**src/design/cc_pkg.sv**
```systemverilog
package cc_pkg;

    localparam int CC_DWIDTH    = 32;
    localparam int CC_AWIDTH    = 8;
    localparam int CC_STRB_W    = CC_DWIDTH / 8;
    localparam int CC_PLL_NUM   = 2;
    localparam int CC_CHAIN_LEN = 32;
    localparam int CC_IDX_W     = 3; // word index inside the map

    typedef logic [CC_DWIDTH-1:0] cc_data_t;
    typedef logic [CC_AWIDTH-1:0] cc_addr_t;
    typedef logic [CC_STRB_W-1:0] cc_strb_t;
    typedef logic [CC_IDX_W-1:0]  cc_idx_t;

    // register map, byte addresses
    localparam cc_addr_t ADDR_STATUS     = 8'h00;
    localparam cc_addr_t ADDR_SCRATCH    = 8'h04;
    localparam cc_addr_t ADDR_PLL0_CTRL0 = 8'h08;
    localparam cc_addr_t ADDR_PLL0_CTRL1 = 8'h0C;
    localparam cc_addr_t ADDR_PLL1_CTRL0 = 8'h10;
    localparam cc_addr_t ADDR_PLL1_CTRL1 = 8'h14;
    localparam cc_addr_t ADDR_CHAIN_DATA = 8'h18;
    localparam cc_addr_t ADDR_CHAIN_CTRL = 8'h1C;
    localparam cc_addr_t CC_MAP_END      = 8'h20; // first unmapped byte

    localparam cc_addr_t PLL_CTRL0_ADDR [CC_PLL_NUM] = '{ADDR_PLL0_CTRL0, ADDR_PLL1_CTRL0};
    localparam cc_addr_t PLL_CTRL1_ADDR [CC_PLL_NUM] = '{ADDR_PLL0_CTRL1, ADDR_PLL1_CTRL1};

    localparam logic [5:0] PLL_REFDIV_RST  = 6'd1;
    localparam cc_data_t   PLL_CTRL0_RST   = cc_data_t'(PLL_REFDIV_RST) << 8;
    localparam cc_data_t   PLL_CTRL0_MASK  = 32'h0FFF_3FFF; // 31:28 and 15:14 reserved
    localparam cc_data_t   PLL_CTRL1_MASK  = 32'hFFFF_FFFF;
    localparam cc_data_t   CHAIN_CTRL_MASK = 32'h0000_0003;

    typedef struct packed {
        cc_addr_t paddr;
        logic     psel;
        logic     penable;
        logic     pwrite;
        cc_data_t pwdata;
        cc_strb_t pstrb;
    } apb_req_t;

    typedef struct packed {
        cc_data_t prdata;
        logic     pready;
        logic     pslverr;
    } apb_rsp_t;

    typedef struct packed {
        logic     rd;
        logic     wr;
        cc_idx_t  idx;
        cc_data_t wdata;
        cc_strb_t wstrb;
    } reg_req_t;

    typedef struct packed {
        logic     ack;
        logic     err;
        cc_data_t rdata;
    } reg_rsp_t;

    typedef struct packed {
        logic        pllen;
        logic        dsmen;
        logic        dacen;
        logic        foutvcoen;
        logic [3:0]  fouten;
        logic [5:0]  refdiv;
        logic [11:0] fbdiv;
        logic [23:0] frac;
        logic [3:0]  postdiv0;
        logic [3:0]  postdiv1;
    } pll_ctrl_t;

    typedef struct packed {
        logic clk;
        logic data;
        logic cmd;
    } ccff_out_t;

    typedef enum logic [1:0] {
        IDLE,
        LOW,
        HIGH
    } chain_state_e;

    function automatic cc_idx_t reg_idx(cc_addr_t addr);
        return addr[CC_IDX_W+1:2];
    endfunction

    // byte lanes with strobe set take the new data
    function automatic cc_data_t apply_strb(cc_data_t old, cc_data_t wdata, cc_strb_t strb);
        cc_data_t res;
        res = old;
        for (int b = 0; b < CC_STRB_W; b++) begin
            if (strb[b]) begin
                res[b*8 +: 8] = wdata[b*8 +: 8];
            end
        end
        return res;
    endfunction

endpackage

```
**src/design/cc_apb_regif.sv**
```systemverilog
`timescale 1ns/1ps
module cc_apb_regif (
    input  logic             clk          ,
    input  logic             rst_n_i      ,
    input  cc_pkg::apb_req_t apb_req_i    ,
    output cc_pkg::apb_rsp_t apb_rsp_o    ,
    output cc_pkg::reg_req_t status_req_o ,
    output cc_pkg::reg_req_t pll_req_o    ,
    output cc_pkg::reg_req_t chain_req_o  ,
    input  cc_pkg::reg_rsp_t status_rsp_i ,
    input  cc_pkg::reg_rsp_t pll_rsp_i    ,
    input  cc_pkg::reg_rsp_t chain_rsp_i
);
    import cc_pkg::*;

    logic     access;
    logic     in_map;
    cc_idx_t  idx;
    logic     sel_status;
    logic     sel_pll;
    logic     sel_chain;
    reg_req_t req_base;
    reg_rsp_t sel_rsp;

    assign access = apb_req_i.psel && apb_req_i.penable;
    assign in_map = apb_req_i.paddr < CC_MAP_END;
    assign idx    = reg_idx(apb_req_i.paddr);

    assign sel_status = in_map && (idx == reg_idx(ADDR_STATUS) ||
                                   idx == reg_idx(ADDR_SCRATCH) ||
                                   idx == reg_idx(ADDR_CHAIN_CTRL));
    assign sel_pll    = in_map && idx >= reg_idx(ADDR_PLL0_CTRL0) &&
                                  idx <= reg_idx(ADDR_PLL1_CTRL1);
    assign sel_chain  = in_map && idx == reg_idx(ADDR_CHAIN_DATA);

    always_comb begin
        req_base       = '0;
        req_base.idx   = idx;
        req_base.wdata = apb_req_i.pwdata;
        req_base.wstrb = apb_req_i.pstrb;

        status_req_o    = req_base;
        status_req_o.rd = access && !apb_req_i.pwrite && sel_status;
        status_req_o.wr = access && apb_req_i.pwrite && sel_status;

        pll_req_o    = req_base;
        pll_req_o.rd = access && !apb_req_i.pwrite && sel_pll;
        pll_req_o.wr = access && apb_req_i.pwrite && sel_pll;

        chain_req_o    = req_base;
        chain_req_o.rd = access && !apb_req_i.pwrite && sel_chain;
        chain_req_o.wr = access && apb_req_i.pwrite && sel_chain;
    end

    always_comb begin
        if (sel_status) begin
            sel_rsp = status_rsp_i;
        end else if (sel_pll) begin
            sel_rsp = pll_rsp_i;
        end else if (sel_chain) begin
            sel_rsp = chain_rsp_i;
        end else begin
            sel_rsp       = '0; // nobody owns it, answer with an error
            sel_rsp.ack   = access;
            sel_rsp.err   = 1'b1;
        end
        apb_rsp_o.pready  = sel_rsp.ack;
        apb_rsp_o.pslverr = sel_rsp.ack && sel_rsp.err;
        apb_rsp_o.prdata  = sel_rsp.rdata;
    end

    a_pready_in_access : assert property (@(posedge clk) disable iff (!rst_n_i)
        apb_rsp_o.pready |-> apb_req_i.psel && apb_req_i.penable);

    a_one_block : assert property (@(posedge clk) disable iff (!rst_n_i)
        access && in_map |-> $onehot({status_req_o.rd || status_req_o.wr,
                                      pll_req_o.rd || pll_req_o.wr,
                                      chain_req_o.rd || chain_req_o.wr}));

endmodule

```
**src/design/cc_status_regs.sv**
```systemverilog
`timescale 1ns/1ps
module cc_status_regs (
    input  logic                          clk           ,
    input  logic                          rst_n_i       ,
    input  cc_pkg::reg_req_t              req_i         ,
    output cc_pkg::reg_rsp_t              rsp_o         ,
    input  logic [cc_pkg::CC_PLL_NUM-1:0] pll_lock_i    ,
    input  logic                          chain_busy_i  ,
    output logic                          chain_rst_n_o ,
    output logic                          cfg_done_o
);
    import cc_pkg::*;

    cc_data_t scratch_q;
    cc_data_t chain_ctrl_q;
    cc_data_t status;
    logic     status_wr;

    assign status = {{(CC_DWIDTH-CC_PLL_NUM-2){1'b0}}, pll_lock_i, chain_busy_i,
                     chain_ctrl_q[0]};
    assign status_wr = req_i.wr && req_i.idx == reg_idx(ADDR_STATUS);

    always_ff @(posedge clk or negedge rst_n_i) begin
        if (!rst_n_i) begin
            scratch_q    <= '0;
            chain_ctrl_q <= '0;
        end else if (req_i.wr) begin
            if (req_i.idx == reg_idx(ADDR_SCRATCH)) begin
                scratch_q <= apply_strb(scratch_q, req_i.wdata, req_i.wstrb);
            end
            if (req_i.idx == reg_idx(ADDR_CHAIN_CTRL)) begin
                chain_ctrl_q <= apply_strb(chain_ctrl_q, req_i.wdata, req_i.wstrb) &
                                CHAIN_CTRL_MASK;
            end
        end
    end

    always_comb begin
        rsp_o.ack   = req_i.rd || req_i.wr;
        rsp_o.err   = status_wr; // STATUS is read only
        rsp_o.rdata = '0;
        case (req_i.idx)
            reg_idx(ADDR_STATUS)     : rsp_o.rdata = status;
            reg_idx(ADDR_SCRATCH)    : rsp_o.rdata = scratch_q;
            reg_idx(ADDR_CHAIN_CTRL) : rsp_o.rdata = chain_ctrl_q;
            default                  : rsp_o.rdata = '0;
        endcase
    end

    assign chain_rst_n_o = chain_ctrl_q[1];
    assign cfg_done_o    = chain_ctrl_q[0] && (&pll_lock_i); // done needs every lock

    a_status_ro : assert property (@(posedge clk) disable iff (!rst_n_i)
        status_wr |-> rsp_o.err ##1 ($stable(scratch_q) && $stable(chain_ctrl_q)));

endmodule

```
**src/design/cc_pll_regs.sv**
```systemverilog
`timescale 1ns/1ps
module cc_pll_regs (
    input  logic              clk                           ,
    input  logic              rst_n_i                       ,
    input  cc_pkg::reg_req_t  req_i                         ,
    output cc_pkg::reg_rsp_t  rsp_o                         ,
    output cc_pkg::pll_ctrl_t pll_ctrl_o [cc_pkg::CC_PLL_NUM]
);
    import cc_pkg::*;

    cc_data_t ctrl0_q [CC_PLL_NUM];
    cc_data_t ctrl1_q [CC_PLL_NUM];

    always_ff @(posedge clk or negedge rst_n_i) begin
        if (!rst_n_i) begin
            for (int p = 0; p < CC_PLL_NUM; p++) begin
                ctrl0_q[p] <= PLL_CTRL0_RST; // refdiv comes up as 1
                ctrl1_q[p] <= '0;
            end
        end else if (req_i.wr) begin
            for (int p = 0; p < CC_PLL_NUM; p++) begin
                if (req_i.idx == reg_idx(PLL_CTRL0_ADDR[p])) begin
                    ctrl0_q[p] <= apply_strb(ctrl0_q[p], req_i.wdata, req_i.wstrb) &
                                  PLL_CTRL0_MASK;
                end
                if (req_i.idx == reg_idx(PLL_CTRL1_ADDR[p])) begin
                    ctrl1_q[p] <= apply_strb(ctrl1_q[p], req_i.wdata, req_i.wstrb) &
                                  PLL_CTRL1_MASK;
                end
            end
        end
    end

    // reserved bits never get stored, so readback is the raw register
    always_comb begin
        rsp_o.ack   = req_i.rd || req_i.wr;
        rsp_o.err   = 1'b0;
        rsp_o.rdata = '0;
        for (int p = 0; p < CC_PLL_NUM; p++) begin
            if (req_i.idx == reg_idx(PLL_CTRL0_ADDR[p])) begin
                rsp_o.rdata = ctrl0_q[p];
            end
            if (req_i.idx == reg_idx(PLL_CTRL1_ADDR[p])) begin
                rsp_o.rdata = ctrl1_q[p];
            end
        end
    end

    genvar p;
    generate
        for (p = 0; p < CC_PLL_NUM; p++) begin : g_pll
            assign pll_ctrl_o[p].pllen     = ctrl0_q[p][0];
            assign pll_ctrl_o[p].dsmen     = ctrl0_q[p][1];
            assign pll_ctrl_o[p].dacen     = ctrl0_q[p][2];
            assign pll_ctrl_o[p].foutvcoen = ctrl0_q[p][3];
            assign pll_ctrl_o[p].fouten    = ctrl0_q[p][7:4];
            assign pll_ctrl_o[p].refdiv    = ctrl0_q[p][13:8];
            assign pll_ctrl_o[p].fbdiv     = ctrl0_q[p][27:16];
            assign pll_ctrl_o[p].frac      = ctrl1_q[p][23:0];
            assign pll_ctrl_o[p].postdiv0  = ctrl1_q[p][27:24];
            assign pll_ctrl_o[p].postdiv1  = ctrl1_q[p][31:28];
        end
    endgenerate

endmodule

```
**src/design/cc_chain_shifter.sv**
```systemverilog
`timescale 1ns/1ps
module cc_chain_shifter (
    input  logic              clk        ,
    input  logic              rst_n_i    ,
    input  cc_pkg::reg_req_t  req_i      ,
    output cc_pkg::reg_rsp_t  rsp_o      ,
    output cc_pkg::ccff_out_t fcb_o      ,
    input  logic              fcb_data_i ,
    output logic              busy_o
);
    import cc_pkg::*;

    localparam int CNT_W = $clog2(CC_CHAIN_LEN);

    chain_state_e            state_q;
    logic [CNT_W-1:0]        bit_cnt_q;
    logic [CC_CHAIN_LEN-1:0] shift_q;
    logic [CC_CHAIN_LEN-1:0] cap_q;
    logic                    accept;
    logic                    last_bit;

    assign accept   = req_i.wr && state_q == IDLE; // new word only when idle
    assign last_bit = bit_cnt_q == CNT_W'(CC_CHAIN_LEN - 1);

    always_ff @(posedge clk or negedge rst_n_i) begin
        if (!rst_n_i) begin
            state_q   <= IDLE;
            bit_cnt_q <= '0;
        end else begin
            case (state_q)
                IDLE: begin
                    if (accept) begin
                        state_q   <= LOW;
                        bit_cnt_q <= '0;
                    end
                end
                LOW: begin
                    state_q <= HIGH;
                end
                HIGH: begin
                    if (last_bit) begin
                        state_q <= IDLE;
                    end else begin
                        state_q   <= LOW;
                        bit_cnt_q <= bit_cnt_q + 1'b1;
                    end
                end
                default: begin
                    state_q <= IDLE;
                end
            endcase
        end
    end

    always_ff @(posedge clk) begin
        if (accept) begin
            shift_q <= CC_CHAIN_LEN'(req_i.wdata);
        end else if (state_q == HIGH) begin
            shift_q <= shift_q << 1; // msb first
        end
    end

    // sampled on the edge where the chain clock rises
    always_ff @(posedge clk or negedge rst_n_i) begin
        if (!rst_n_i) begin
            cap_q <= '0;
        end else if (state_q == LOW) begin
            cap_q <= {cap_q[CC_CHAIN_LEN-2:0], fcb_data_i};
        end
    end

    assign busy_o     = state_q != IDLE;
    assign fcb_o.cmd  = busy_o;
    assign fcb_o.clk  = state_q == HIGH;
    assign fcb_o.data = busy_o && shift_q[CC_CHAIN_LEN-1];

    always_comb begin
        rsp_o.ack   = req_i.rd || accept; // writes wait while busy
        rsp_o.err   = 1'b0;
        rsp_o.rdata = CC_DWIDTH'(cap_q);
    end

    a_cmd_start : assert property (@(posedge clk) disable iff (!rst_n_i)
        accept |=> fcb_o.cmd && !fcb_o.clk);

    a_cmd_end : assert property (@(posedge clk) disable iff (!rst_n_i)
        $fell(fcb_o.cmd) |-> $past(state_q == HIGH && last_bit));

endmodule

```
**src/design/config_controller.sv**
```systemverilog
`timescale 1ns/1ps
module config_controller (
    input  logic                          clk                            ,
    input  logic                          rst_n_i                        ,
    // apb
    input  cc_pkg::apb_req_t              apb_req_i                      ,
    output cc_pkg::apb_rsp_t              apb_rsp_o                      ,
    // pll
    output cc_pkg::pll_ctrl_t             pll_ctrl_o [cc_pkg::CC_PLL_NUM],
    input  logic [cc_pkg::CC_PLL_NUM-1:0] pll_lock_i                     ,
    // fcb
    output cc_pkg::ccff_out_t             fcb_o                          ,
    input  logic                          fcb_data_i                     ,
    output logic                          fcb_rst_n_o                    ,
    output logic                          cfg_done_o
);
    import cc_pkg::*;

    reg_req_t status_req;
    reg_req_t pll_req;
    reg_req_t chain_req;
    reg_rsp_t status_rsp;
    reg_rsp_t pll_rsp;
    reg_rsp_t chain_rsp;
    logic     chain_busy;

    cc_apb_regif regif_u (
        .clk          (clk       ),
        .rst_n_i      (rst_n_i   ),
        .apb_req_i    (apb_req_i ),
        .apb_rsp_o    (apb_rsp_o ),
        .status_req_o (status_req),
        .pll_req_o    (pll_req   ),
        .chain_req_o  (chain_req ),
        .status_rsp_i (status_rsp),
        .pll_rsp_i    (pll_rsp   ),
        .chain_rsp_i  (chain_rsp )
    );

    cc_status_regs status_u (
        .clk           (clk        ),
        .rst_n_i       (rst_n_i    ),
        .req_i         (status_req ),
        .rsp_o         (status_rsp ),
        .pll_lock_i    (pll_lock_i ),
        .chain_busy_i  (chain_busy ),
        .chain_rst_n_o (fcb_rst_n_o),
        .cfg_done_o    (cfg_done_o )
    );

    cc_pll_regs pll_u (
        .clk        (clk       ),
        .rst_n_i    (rst_n_i   ),
        .req_i      (pll_req   ),
        .rsp_o      (pll_rsp   ),
        .pll_ctrl_o (pll_ctrl_o)
    );

    cc_chain_shifter chain_u (
        .clk        (clk       ),
        .rst_n_i    (rst_n_i   ),
        .req_i      (chain_req ),
        .rsp_o      (chain_rsp ),
        .fcb_o      (fcb_o     ),
        .fcb_data_i (fcb_data_i),
        .busy_o     (chain_busy)
    );

endmodule

```
**config.mk**
```make
export PLATFORM = sky130hd
export DESIGN_NAME = config_controller
export DESIGN_NICKNAME = d
export VERILOG_FILES = /design/src/design/cc_pkg.sv /design/src/design/cc_apb_regif.sv /design/src/design/cc_status_regs.sv /design/src/design/cc_pll_regs.sv /design/src/design/cc_chain_shifter.sv /design/src/design/config_controller.sv
export SDC_FILE = /design/constraint.sdc
export NUM_CORES = 1
export LEC_CHECK = 0
export ABC_AREA = 1
export BUFFER_PORTS_ARGS = -buffer_cell sky130_fd_sc_hd__buf_2
export CAP_MARGIN = 20
export CORE_MARGIN = 5
export CORE_UTILIZATION = 45
export DETAILED_ROUTE_END_ITERATION = 12
export PLACE_DENSITY = 0.67
export SYNTH_ARGS = -nofsm -noshare
export SYNTH_HDL_FRONTEND = slang
export SYNTH_SLANG_ARGS = --single-unit
```
**constraint.sdc**
```tcl
create_clock -name clk -period 2.6 [get_ports clk]
set_clock_uncertainty 0.15 [all_clocks]
set_input_delay 0.26 -clock clk [delete_from_list [all_inputs] [get_ports clk]]
set_output_delay 0.26 -clock clk [all_outputs]
set_load 0.02 [all_outputs]
```
[Yosys cells after proc, flatten, opt, wreduce, memory -nomap -nowiden]
Index checks and enable logic that the tools add are counted.
Word-level totals
  memory bits (read-only): 0
  output and inout port bits: 155
  memories kept: 0
  logic and storage cells: 109
  bits of input ports: 52
  memory bits (writable): 0
  bits in registers: 221
  latch bits: 0
Cells by class
  muxes and demuxes: 16
  shift operators: 0
  $lt $le $gt $ge: 3
  bitwise gates (word level): 0
  div/mod/pow operators: 0
  reductions and logical operators: 52
  add/sub/neg operators: 1
  equal/unequal tests: 12
  multiply operators: 0
Operator list (count)
  32-bit two-way mux: 5
  34-bit two-way mux: 3
  32-bit case mux with 3 select lines: 1
  3-bit AND reduction: 22
  28-bit two-way mux: 1
  1-bit logical AND: 18
  3-bit equality test (second input constant): 4
  5-bit two-way mux: 2
  5-bit case mux with 2 select lines: 1
  8-bit by 6-bit < comparator with 1-bit output (second input constant): 1
  3-bit by 2-bit equality test with 1-bit output (second input constant): 2
  2-bit case mux with 3 select lines: 1
  2-bit nonzero test: 3
  5-bit by 1-bit adder with 5-bit output (second input constant): 1
  5-bit equality test (second input constant): 1
  1-bit logical OR: 5
  3-bit by 1-bit equality test with 1-bit output (second input constant): 1
  3-bit by 2-bit >= comparator with 1-bit output (second input constant): 1
  3-bit less-or-equal comparator (second input constant): 1
  3-bit logical NOT: 1
  2-bit by 1-bit equality test with 1-bit output (second input constant): 1
  2-bit equality test (second input constant): 1
  2-bit logical NOT: 1
  2-bit two-way mux: 1
  5 further kinds: 5

[Logic depth before layout (Yosys ltp)]
Gate-level depths: netlist (run 1).
  word-level depth: 9
  mapped depth: 10
  mapped depth without buffers: 9

[By module]
From an unflattened synthesis (run 1), not the netlist that was laid out.
Unflattened totals
  cell total of the unflattened synthesis: 1556
  area total of the unflattened synthesis: 12439.4 um^2
Modules (own cells, without submodules)
  cc_pll_regs: sequential area each 2905.3 um^2, area each 5597.9 um^2, instances 1, cells an instance 693
  cc_chain_shifter: sequential area each 1936.9 um^2, area each 2975.4 um^2, instances 1, cells an instance 316
  cc_apb_regif: sequential area each 0.0 um^2, area each 2084.5 um^2, instances 1, cells an instance 302
  cc_status_regs: sequential area each 850.8 um^2, area each 1781.7 um^2, instances 1, cells an instance 245

[Least setup slack after synthesis (run 1)]
No wires, ideal clock.
  kind: in2reg
  from: in apb_req_i[43] (netlist bit)
  to: reg chain_u.shift_q[0] (enable)
  stages: 8
  data required time: 2.061 ns
  library setup time: 0.389 ns
  buffers on the path: 2
  arrival: 1.886 ns
  slack: 0.175 ns
  cells stage by stage: buf_4 > nand2_1 > inv_1 > nand2_1 > nor2_4 > nand3_2 > clkbuf_1 > nand2_1
On the way
  cells in the longest elaborated chain, start to end: 5
  elaborated cells between the ends (all ways): 6
  classes of those cells: order compare: 1; eq/ne: 1; reduce/logical: 4
Ends and longest elaborated chain
  from (decl): line config_controller.sv:6  | input cc_pkg::apb_req_t apb_req_i ,
  8-bit by 6-bit < comparator with 1-bit output / 3-bit equality test (equally long branches): line cc_apb_regif.sv:26, cc_apb_regif.sv:34
  1-bit logical AND *: line cc_apb_regif.sv:34  | assign sel_chain = in_map && idx == reg_idx(ADDR_CHAIN_DATA);
  1-bit logical AND *: line cc_apb_regif.sv:52  | chain_req_o.wr = access && apb_req_i.pwrite && sel_chain;
  1-bit logical AND *: line cc_chain_shifter.sv:22  | assign accept = req_i.wr && state_q == IDLE;
  2-bit nonzero test (no source line) *
  to (signal assigned): line cc_chain_shifter.sv:57  | shift_q <= CC_CHAIN_LEN'(req_i.wdata);
  to (signal assigned): line cc_chain_shifter.sv:59  | shift_q <= shift_q << 1;
  to (decl): line cc_chain_shifter.sv:17  | logic [CC_CHAIN_LEN-1:0] shift_q;
Every way passes the cells marked *; elsewhere a longest branch is shown, timed or not.
A chain may end at the register's enable or synchronous reset.

==> impl_table.tex, run 1 <==
\begin{tabular}{lr}
\hline
Metric & Value \\
\hline
\multicolumn{2}{l}{\textbf{Status}} \\
\quad Result of the run & finished, final reports clean \\
\multicolumn{2}{l}{\textbf{STA}} \\
\quad Setup total negative slack & 0 ps \\
\quad Final critical delay including setup and external delays & between 2000 and 2500 ps \\
\quad Unrepaired setup endpoints after global routing & false \\
\quad Pin slew with the least headroom to its limit & 718 ps \\
\quad Endpoints failing hold & 0 \\
\quad Final-layout worst hold slack & between 100 and 150 ps \\
\quad Pins Over Slew Limit & 0 \\
\quad Max Freq & 426 MHz \\
\quad Worst rel slew slack & between 50 and 60\% \\
\quad Final Cycle Share & 90.4\% \\
\quad Final setup violation count & 0 \\
\multicolumn{2}{l}{\textbf{Global route}} \\
\quad GR met2 Demand/Resource & 39.4\% \\
\quad Pin count of the biggest net entering global routing & 67 \\
\quad Busiest layer in global routing & met2 \\
\quad Fraction of met3 tracks used by global routing & around 4\% \\
\quad Wire length of the first global-routing pass & 49800 um \\
\quad Residual overflow from global routing & 0 \\
\quad Total routing resource utilization after global routing & 23.9\% \\
\quad Grt met1 use & 33.8\% \\
\quad Number of global-route vias before repair & 9027 \\
\quad Antenna violations before repair & 1 \\
\multicolumn{2}{l}{\textbf{Worst setup path}} \\
\quad Critical path start-end classification & in -> out \\
\quad Maximum net fanout on the critical path & 10 \\
\quad Number of logic stages on the critical path including buffering & 10 \\
\quad Cell type group with the largest total delay on the critical path & simple AND/OR/NAND/NOR gates \\
\quad Worst reg2reg path depth & 4 \\
\quad Buffers plus inverters on the worst setup path & 4 \\
\quad Series of cell instances along the critical path & buf\_2 > nor2\_1 > nand2\_2 > buf\_4 > inv\_1 > nand2\_1 > nor2\_1 > nand3\_1 > nand3\_1 > buf\_2 \\
\quad Worst reg2reg path endpoint & chain\_u.cap\_q[5]\$\_DFFE\_PN0N\_ \\
\quad Critical-path top delay cell & sky130\_fd\_sc\_hd\_\_nand2\_1 \\
\quad R2R Path Start & chain\_u.state\_q[1]\$\_DFFE\_PN0P\_ \\
\quad R2r setup slk & $\sim$700 ps \\
\quad CP required & approximately 2200 ps \\
\quad Startpoint types & input port \\
\quad Data arrival time of the worst path & 1940 ps \\
\quad Critical Path Max Stage Delay & 330 ps \\
\quad Nature of the critical path endpoint & output port \\
\multicolumn{2}{l}{\textbf{Synthesis}} \\
\quad Area of the mapped netlist & 0.0102 mm\^{}2 \\
\quad Post-synth top area cell & sky130\_fd\_sc\_hd\_\_dfrtp\_1 \\
\quad Synthesized area divided by synthesized cell count & roughly 8.3 um\^{}2 \\
\quad Total of warnings raised by yosys & 0 \\
\quad Proportion of synthesized chip area in sequential cells & a little under three fifths \\
\quad Cells taking the most area after synthesis & sky130\_fd\_sc\_hd\_\_dfrtp\_1, sky130\_fd\_sc\_hd\_\_nand2\_1, sky130\_fd\_sc\_hd\_\_o21ai\_0 \\
\quad Top cell type's share of synthesized area & $\sim$46\% \\
\quad Synth Instances & 1221 \\
\quad Number of distinct library cells after synthesis & 31 \\
\quad Post-Synthesis Net Count & 1275 \\
\quad Yosys reg bits & 221 \\
\multicolumn{2}{l}{\textbf{Clock tree}} \\
\quad Clock Latency Late Sink & 510 ps \\
\quad H-tree depth reported by CTS & 1 \\
\quad Clock tree from TritonCTS & done \\
\quad Post-cts resize count & 0 \\
\quad Inserted Clock Buffers & 25 \\
\quad Root Buffer & sky130\_fd\_sc\_hd\_\_clkbuf\_16 \\
\quad Buffers from clock root to sink, at most & 3 \\
\quad Clock-pin slew reported for the worst setup and hold paths after clock tree synthesis & 60 ps \\
\quad Sink count of the clock tree & 221 \\
\multicolumn{2}{l}{\textbf{Detailed routing}} \\
\quad Initial DRC Count & 630 \\
\quad Average wire length per cell after detail routing & 17.8 um \\
\quad Number of iterations in the first detailed-routing pass & 5 \\
\quad Total Routed Length & 31500 um \\
\quad Detail Route Antenna Nets & 0 \\
\quad \# DRC & 0 \\
\quad Vias per cell & roughly 5.2 \\
\quad Via count & 9256 \\
\multicolumn{2}{l}{\textbf{Cells and area}} \\
\quad Total inserted antenna cells & 0 \\
\quad Share of final-layout standard cells stronger than drive strength 1 & 21.3\% \\
\quad Final Core Density & 57.3\% \\
\quad Post-Layout Cell Count & 1771 \\
\quad Synth-to-Final Area Change & 26.3\% \\
\quad Final-stage net count & $\sim$1.5k \\
\multicolumn{2}{l}{\textbf{Place}} \\
\quad Global placer's final weighted congestion & around 0.85 \\
\quad Number of placed cells counting well taps & 1692 \\
\quad Count of input and output buffers & between 200 and 250 \\
\quad DP Wirelength & 22000 um \\
\multicolumn{2}{l}{\textbf{Die}} \\
\quad Chip Height & 160 um \\
\quad Number of placement rows & between 50 and 60 \\
\quad Die area & 0.0257 mm\^{}2 \\
\quad Number of I/O pins & between 200 and 250 \\
\quad Die boundary width & 160 um \\
\quad Core area & 0.0224 mm\^{}2 \\
\quad Initial Utilization & 45.4\% \\
\multicolumn{2}{l}{\textbf{Power}} \\
\quad Power spent charging and discharging nets & 0.00181 W \\
\quad Combinational group share of total power & 7.2\% \\
\quad Sequential fraction of design power & 47.4\% \\
\quad Net switching share of the total power & 23.7\% \\
\quad Maximum vdd ir drop & 0.418 mV \\
\quad Total power per unit cell area & 594 mW/mm\^{}2 \\
\quad P\_int & 0.00582 W \\
\quad Clk network pwr share & 45.4\% \\
\quad Static Leak & 6.58 nW \\
\multicolumn{2}{l}{\textbf{Run}} \\
\quad Max-cap check violation count & 0 \\
\multicolumn{2}{l}{\textbf{Worst hold path}} \\
\quad Min-Delay Path Class & in -> async \\
\hline
\end{tabular}
synthesized netlist by cell type (all sizes together):
library cell / n
nand2: 433
o21ai: 223
dfrtp: 187
inv: 97
nand3: 79
nor2: 52
clkbuf: 39
nand4: 39
edfxtp: 32
buf: 23
o211ai: 5
a21oi: 3
and3: 2
dfstp: 2
ha: 2
xor2: 2
nor3: 1
cell families (layout without fill, tap and decap cells):
group | count (synthesis) | in the layout | synth area share (%)
xor gates and xnor gates | 2 | 2 | 0.172
adders and majority gates | 2 | 2 | 0.246
and+or+nand+nor | 606 | 606 | 25.7
AOI/OAI and AO/OA | 231 | 231 | 11.5
buffers and inverters | 159 | 424 | 6.39
DFF | 221 | 221 | 55.9
layout by cell type (no fill, tap or decap), types with 3 or more instances in the layout:
cell type / n
sky130_fd_sc_hd__nand2_1: 430
sky130_fd_sc_hd__o21ai_0: 208
sky130_fd_sc_hd__buf_2: 203
sky130_fd_sc_hd__dfrtp_1: 187
sky130_fd_sc_hd__inv_1: 92
sky130_fd_sc_hd__nand3_1: 68
sky130_fd_sc_hd__nor2_1: 43
sky130_fd_sc_hd__nand4_1: 39
sky130_fd_sc_hd__buf_4: 37
sky130_fd_sc_hd__dlygate4sd3_1: 34
sky130_fd_sc_hd__edfxtp_1: 32
sky130_fd_sc_hd__clkbuf_16: 27
sky130_fd_sc_hd__o21ai_1: 15
sky130_fd_sc_hd__clkbuf_1: 8
sky130_fd_sc_hd__nand3_2: 7
sky130_fd_sc_hd__buf_12: 7
sky130_fd_sc_hd__nor2_2: 6
sky130_fd_sc_hd__clkinv_2: 6
sky130_fd_sc_hd__o211ai_1: 5
sky130_fd_sc_hd__inv_2: 4
sky130_fd_sc_hd__nand3_4: 4
sky130_fd_sc_hd__clkbuf_8: 4
sky130_fd_sc_hd__nand2_2: 3
flip-flops by register name (all words and copies together), names as in the netlist:
signal                 flops
chain_u.bit_cnt_q          5
chain_u.cap_q             32
chain_u.shift_q           32
chain_u.state_q            2
pll_u.pll_ctrl_o         116
status_u.chain_ctrl_q      2
status_u.scratch_q        32
power by group through the flow:
stage	logic, W	registers [W]	clock network, W
floorplan	0.000206	0.00371	0
global placement	0.000498	0.00368	0
detailed placement	0.000507	0.00368	0
CTS	0.000549	0.00362	0.00351
global route	0.000605	0.00363	0.00365
finish	0.000548	0.00362	0.00347
metrics by stage:
stage	cell area [um^2]	power [W]	setup slack (ps)
2_1_floorplan	10200	0.00392	175
3_3_place_gp	11700	0.00418	329
3_5_place_dp	11700	0.00419	268
4_1_cts	12900	0.00768	262
5_1_grt	12900	0.00788	125
6_report	12900	0.00764	251
layer usage:
| metal | part of all wire, % | vias up |
|---|---|---|
| met3 | 6.9 | 41 |
| met2 | 47 | 341 |
| li1 | - | 4480 |
| met1 | 44 | 4392 |
| met4 | 1.6 | 2 |
| met5 | 0.035 | - |
worst max-delay path by stage:
stage | startpoint | endpoint
global placement | apb_req_i[46] | apb_rsp_o[7]
CTS | apb_req_i[46] | apb_rsp_o[7]
global route | apb_req_i[46] | apb_rsp_o[7]
finish | apb_req_i[46] | apb_rsp_o[7]
floorplan | apb_req_i[43] | chain_u.shift_q[0]$_SDFFCE_PP0P_
detailed placement | apb_req_i[46] | apb_rsp_o[7]
layout make-up:
| cell class | count | area [um^2] |
|---|---|---|
| Fill cell | 2085 | 9580 |
| Sequential cell | 221 | 5690 |
| Multi-Input combinational cell | 841 | 3840 |
| Timing Repair Buffer | 282 | 1790 |
| Clock buffer | 38 | 747 |
| Inverter | 97 | 367 |
| Tap cell | 285 | 357 |
| Clock inverter | 7 | 60.1 |
repair_timing:
action / CTS / global route
setup buffers: 0 / 0
hold endpoints to repair: 249 / 0
setup endpoints to repair: 0 / 0
hold buffers: 34 / 0
Note: power is estimated with default switching activity, not from simulation.
==> run 2: changes to the inputs <==
Settings changed: CORE_UTILIZATION 45 to 55, PLACE_DENSITY 0.67 to 0.8.
==> run 2 against run 1 <==
Effect of this change:
- cell count is 4.0% lower
- clock power is 5.8% higher
- setup slack worse by 71 ps
- first-iteration DRC count is 24% higher
- die area is 17% lower
- sequential share of layout area is 0.54 points higher
- fmax is 2.9% lower
==> impl_table.tex, run 2 (synthesis gave the netlist of run 1 again) <==
\begin{tabular}{lr}
\hline
Metric & Value \\
\hline
\multicolumn{2}{l}{\textbf{Global route}} \\
\quad GR met2 Demand/Resource & 44.8\% \\
\quad Number of global-route vias before repair & 9250 \\
\quad Pin count of the biggest net entering global routing & between 50 and 60 \\
\quad Fraction of met3 tracks used by global routing & 6.66\% \\
\quad Antenna violations before repair & 1 \\
\quad Total routing resource utilization after global routing & 28.2\% \\
\quad Residual overflow from global routing & 0 \\
\quad Busiest layer in global routing & met2 \\
\quad Grt met1 use & 37.8\% \\
\quad Wire length of the first global-routing pass & 49000 um \\
\multicolumn{2}{l}{\textbf{Clock tree}} \\
\quad Hold buffers post-CTS & 32 \\
\quad Buffers from clock root to sink, at most & 3 \\
\quad H-tree depth reported by CTS & 1 \\
\quad Inserted Clock Buffers & 23 \\
\quad Clock Latency Late Sink & 510 ps \\
\quad Clock tree from TritonCTS & done \\
\quad Clock-pin slew reported for the worst setup and hold paths after clock tree synthesis & 60 ps \\
\quad Post-cts resize count & 0 \\
\quad Sink count of the clock tree & 221 \\
\quad Total setup buffers inserted after CTS & 0 \\
\quad Root Buffer & sky130\_fd\_sc\_hd\_\_clkbuf\_16 \\
\multicolumn{2}{l}{\textbf{Place}} \\
\quad Number of placed cells counting well taps & 1627 \\
\quad DP Wirelength & 21400 um \\
\quad Count of input and output buffers & 204 \\
\quad Global placer's final weighted congestion & 0.891 \\
\multicolumn{2}{l}{\textbf{Cells and area}} \\
\quad Post-Layout Cell Count & 1701 \\
\quad Synth-to-Final Area Change & 24.8\% \\
\quad Share of final-layout standard cells stronger than drive strength 1 & between 20\% and 30\% \\
\quad Flip-flop count of the largest register after layout & 116 \\
\quad Most frequent standard cell in the layout excluding fill and tap cells & sky130\_fd\_sc\_hd\_\_nand2\_1 \\
\quad Final-stage net count & 1509 \\
\quad Fillcell total & 1363 \\
\quad Most used cells in the layout excluding fill and tap cells & sky130\_fd\_sc\_hd\_\_nand2\_1, sky130\_fd\_sc\_hd\_\_o21ai\_0, sky130\_fd\_sc\_hd\_\_buf\_2 \\
\multicolumn{2}{l}{\textbf{Power}} \\
\quad Sequential fraction of design power & 46.3\% \\
\quad Maximum vdd ir drop & $\sim$0.5 mV \\
\quad Static Leak & approximately 6.5 nW \\
\quad P\_int & 0.00607 W \\
\quad Total power per unit cell area & 616 mW/mm\^{}2 \\
\quad Clk network pwr share & 46.9\% \\
\quad Net switching share of the total power & 22.5\% \\
\quad Power spent charging and discharging nets & 0.00176 W \\
\quad Combinational group share of total power & under 10\% \\
\multicolumn{2}{l}{\textbf{STA}} \\
\quad Worst rel slew slack & between 50 and 60\% \\
\quad Unrepaired setup endpoints after global routing & false \\
\quad Setup total negative slack & 0 ps \\
\quad Pins Over Slew Limit & 0 \\
\quad Max Freq & 413 MHz \\
\quad Final setup violation count & 0 \\
\quad Final critical delay including setup and external delays & 2420 ps \\
\quad Endpoints failing hold & 0 \\
\quad Final Cycle Share & 93.1\% \\
\quad Pin slew with the least headroom to its limit & about 660 ps \\
\multicolumn{2}{l}{\textbf{Worst setup path}} \\
\quad Nature of the critical path endpoint & output port \\
\quad R2r setup slk & 720 ps \\
\quad Maximum net fanout on the critical path & 15 \\
\quad Startpoint types & input port \\
\quad CP required & about 2200 ps \\
\quad Data arrival time of the worst path & roughly 2000 ps \\
\quad Critical-path top delay cell & sky130\_fd\_sc\_hd\_\_inv\_1 \\
\quad Series of cell instances along the critical path & buf\_2 > nand2\_1 > inv\_1 > nand2\_1 > nor2\_4 > inv\_1 > o21ai\_0 > inv\_1 > nand2\_1 > buf\_2 \\
\quad Critical Path Max Stage Delay & 330 ps \\
\quad Critical path start-end classification & in -> out \\
\multicolumn{2}{l}{\textbf{Status}} \\
\quad Result of the run & finished, final reports clean \\
\multicolumn{2}{l}{\textbf{Detailed routing}} \\
\quad \# DRC & 0 \\
\quad Via count & 9578 \\
\quad Average wire length per cell after detail routing & 18.0 um \\
\quad Initial DRC Count & 780 \\
\quad Detail Route Antenna Nets & 0 \\
\quad Vias per cell & about 5.6 \\
\quad Number of iterations in the first detailed-routing pass & 5 \\
\quad Total Routed Length & just over 30000 um \\
\multicolumn{2}{l}{\textbf{Die}} \\
\quad Core area & 0.0181 mm\^{}2 \\
\quad Number of I/O pins & 207 \\
\quad Number of placement rows & 49 \\
\quad Die area & 0.0213 mm\^{}2 \\
\quad Die boundary width & roughly 150 um \\
\quad Chip Height & 146 um \\
\quad Initial Utilization & 56.3\% \\
\multicolumn{2}{l}{\textbf{Worst hold path}} \\
\quad Min-Delay Path Class & in -> reg \\
\multicolumn{2}{l}{\textbf{Run}} \\
\quad Max-cap check violation count & 0 \\
\hline
\end{tabular}
[run 2: path summary, 6_finish.rpt]
kind | start | to | cells past startpoint
setup / recovery | apb_req_i[42] | apb_rsp_o[6] | 10
hold / removal | apb_req_i[24] | pll_u.pll_ctrl_o[86]$_DFFE_PN0P_ | 3
setup reg to reg | chain_u.state_q[1]$_DFFE_PN0P_ | chain_u.shift_q[15]$_DFFE_PP_ | 4
hold reg to reg | status_u.scratch_q[5]$_DFFE_PN0P_ | status_u.scratch_q[5]$_DFFE_PN0P_ | 2
max in group asynchronous | rst_n_i | pll_u.pll_ctrl_o[64]$_DFFE_PN0P_ | 3
min in group asynchronous | rst_n_i | pll_u.pll_ctrl_o[50]$_DFFE_PN0P_ | 2
[run 2: power groups by stage]
stage	registers (W)	logic [W]	clock network (W)
3_3_place_gp	0.00368	0.000481	0
5_1_grt	0.00363	0.000589	0.00383
3_5_place_dp	0.00368	0.000493	0
4_1_cts	0.00362	0.000534	0.00369
6_report	0.00362	0.000537	0.00367
2_1_floorplan	0.00371	0.000206	0
[run 2: layout make-up]
cell class	instances	area, um^2	share of cell area [%]
antenna	1	2.50	0.0197
clock buffer	30	642	5.05
clock inverter	11	206	1.63
inverter	97	367	2.89
multi-input combinational	841	3840	30.3
sequential	221	5690	44.8
tap	229	287	2.26
timing repair buffer	271	1660	13.1
[run 2: critical path: cells and delay by family]
| family | cells | cell delay, ps |
|---|---|---|
| buffers and inverters | 5 | 870 |
| AND/OR/NAND/NOR | 4 | 570 |
| AO/OA/AOI/OAI | 1 | 310 |
[run 2: per-layer routing]
metal  vias up  wire length [um]
met5         -                 0
met4         0              1330
met3        97              3020
met2       506             14200
met1      4509             12100
li1       4466                 -
[run 2: stage by stage]
stage	hold WS [ps]	util, %	worst slack [ps]	area, um^2	power, W
global placement	109	63.7	303	11500	0.00416
detailed placement	114	63.7	234	11500	0.00418
global route	29.9	70.2	43.1	12700	0.00804
floorplan	-186	-	175	10200	0.00392
finish	11.3	70.2	180	12700	0.00783
CTS	1.71	70.2	149	12700	0.00784
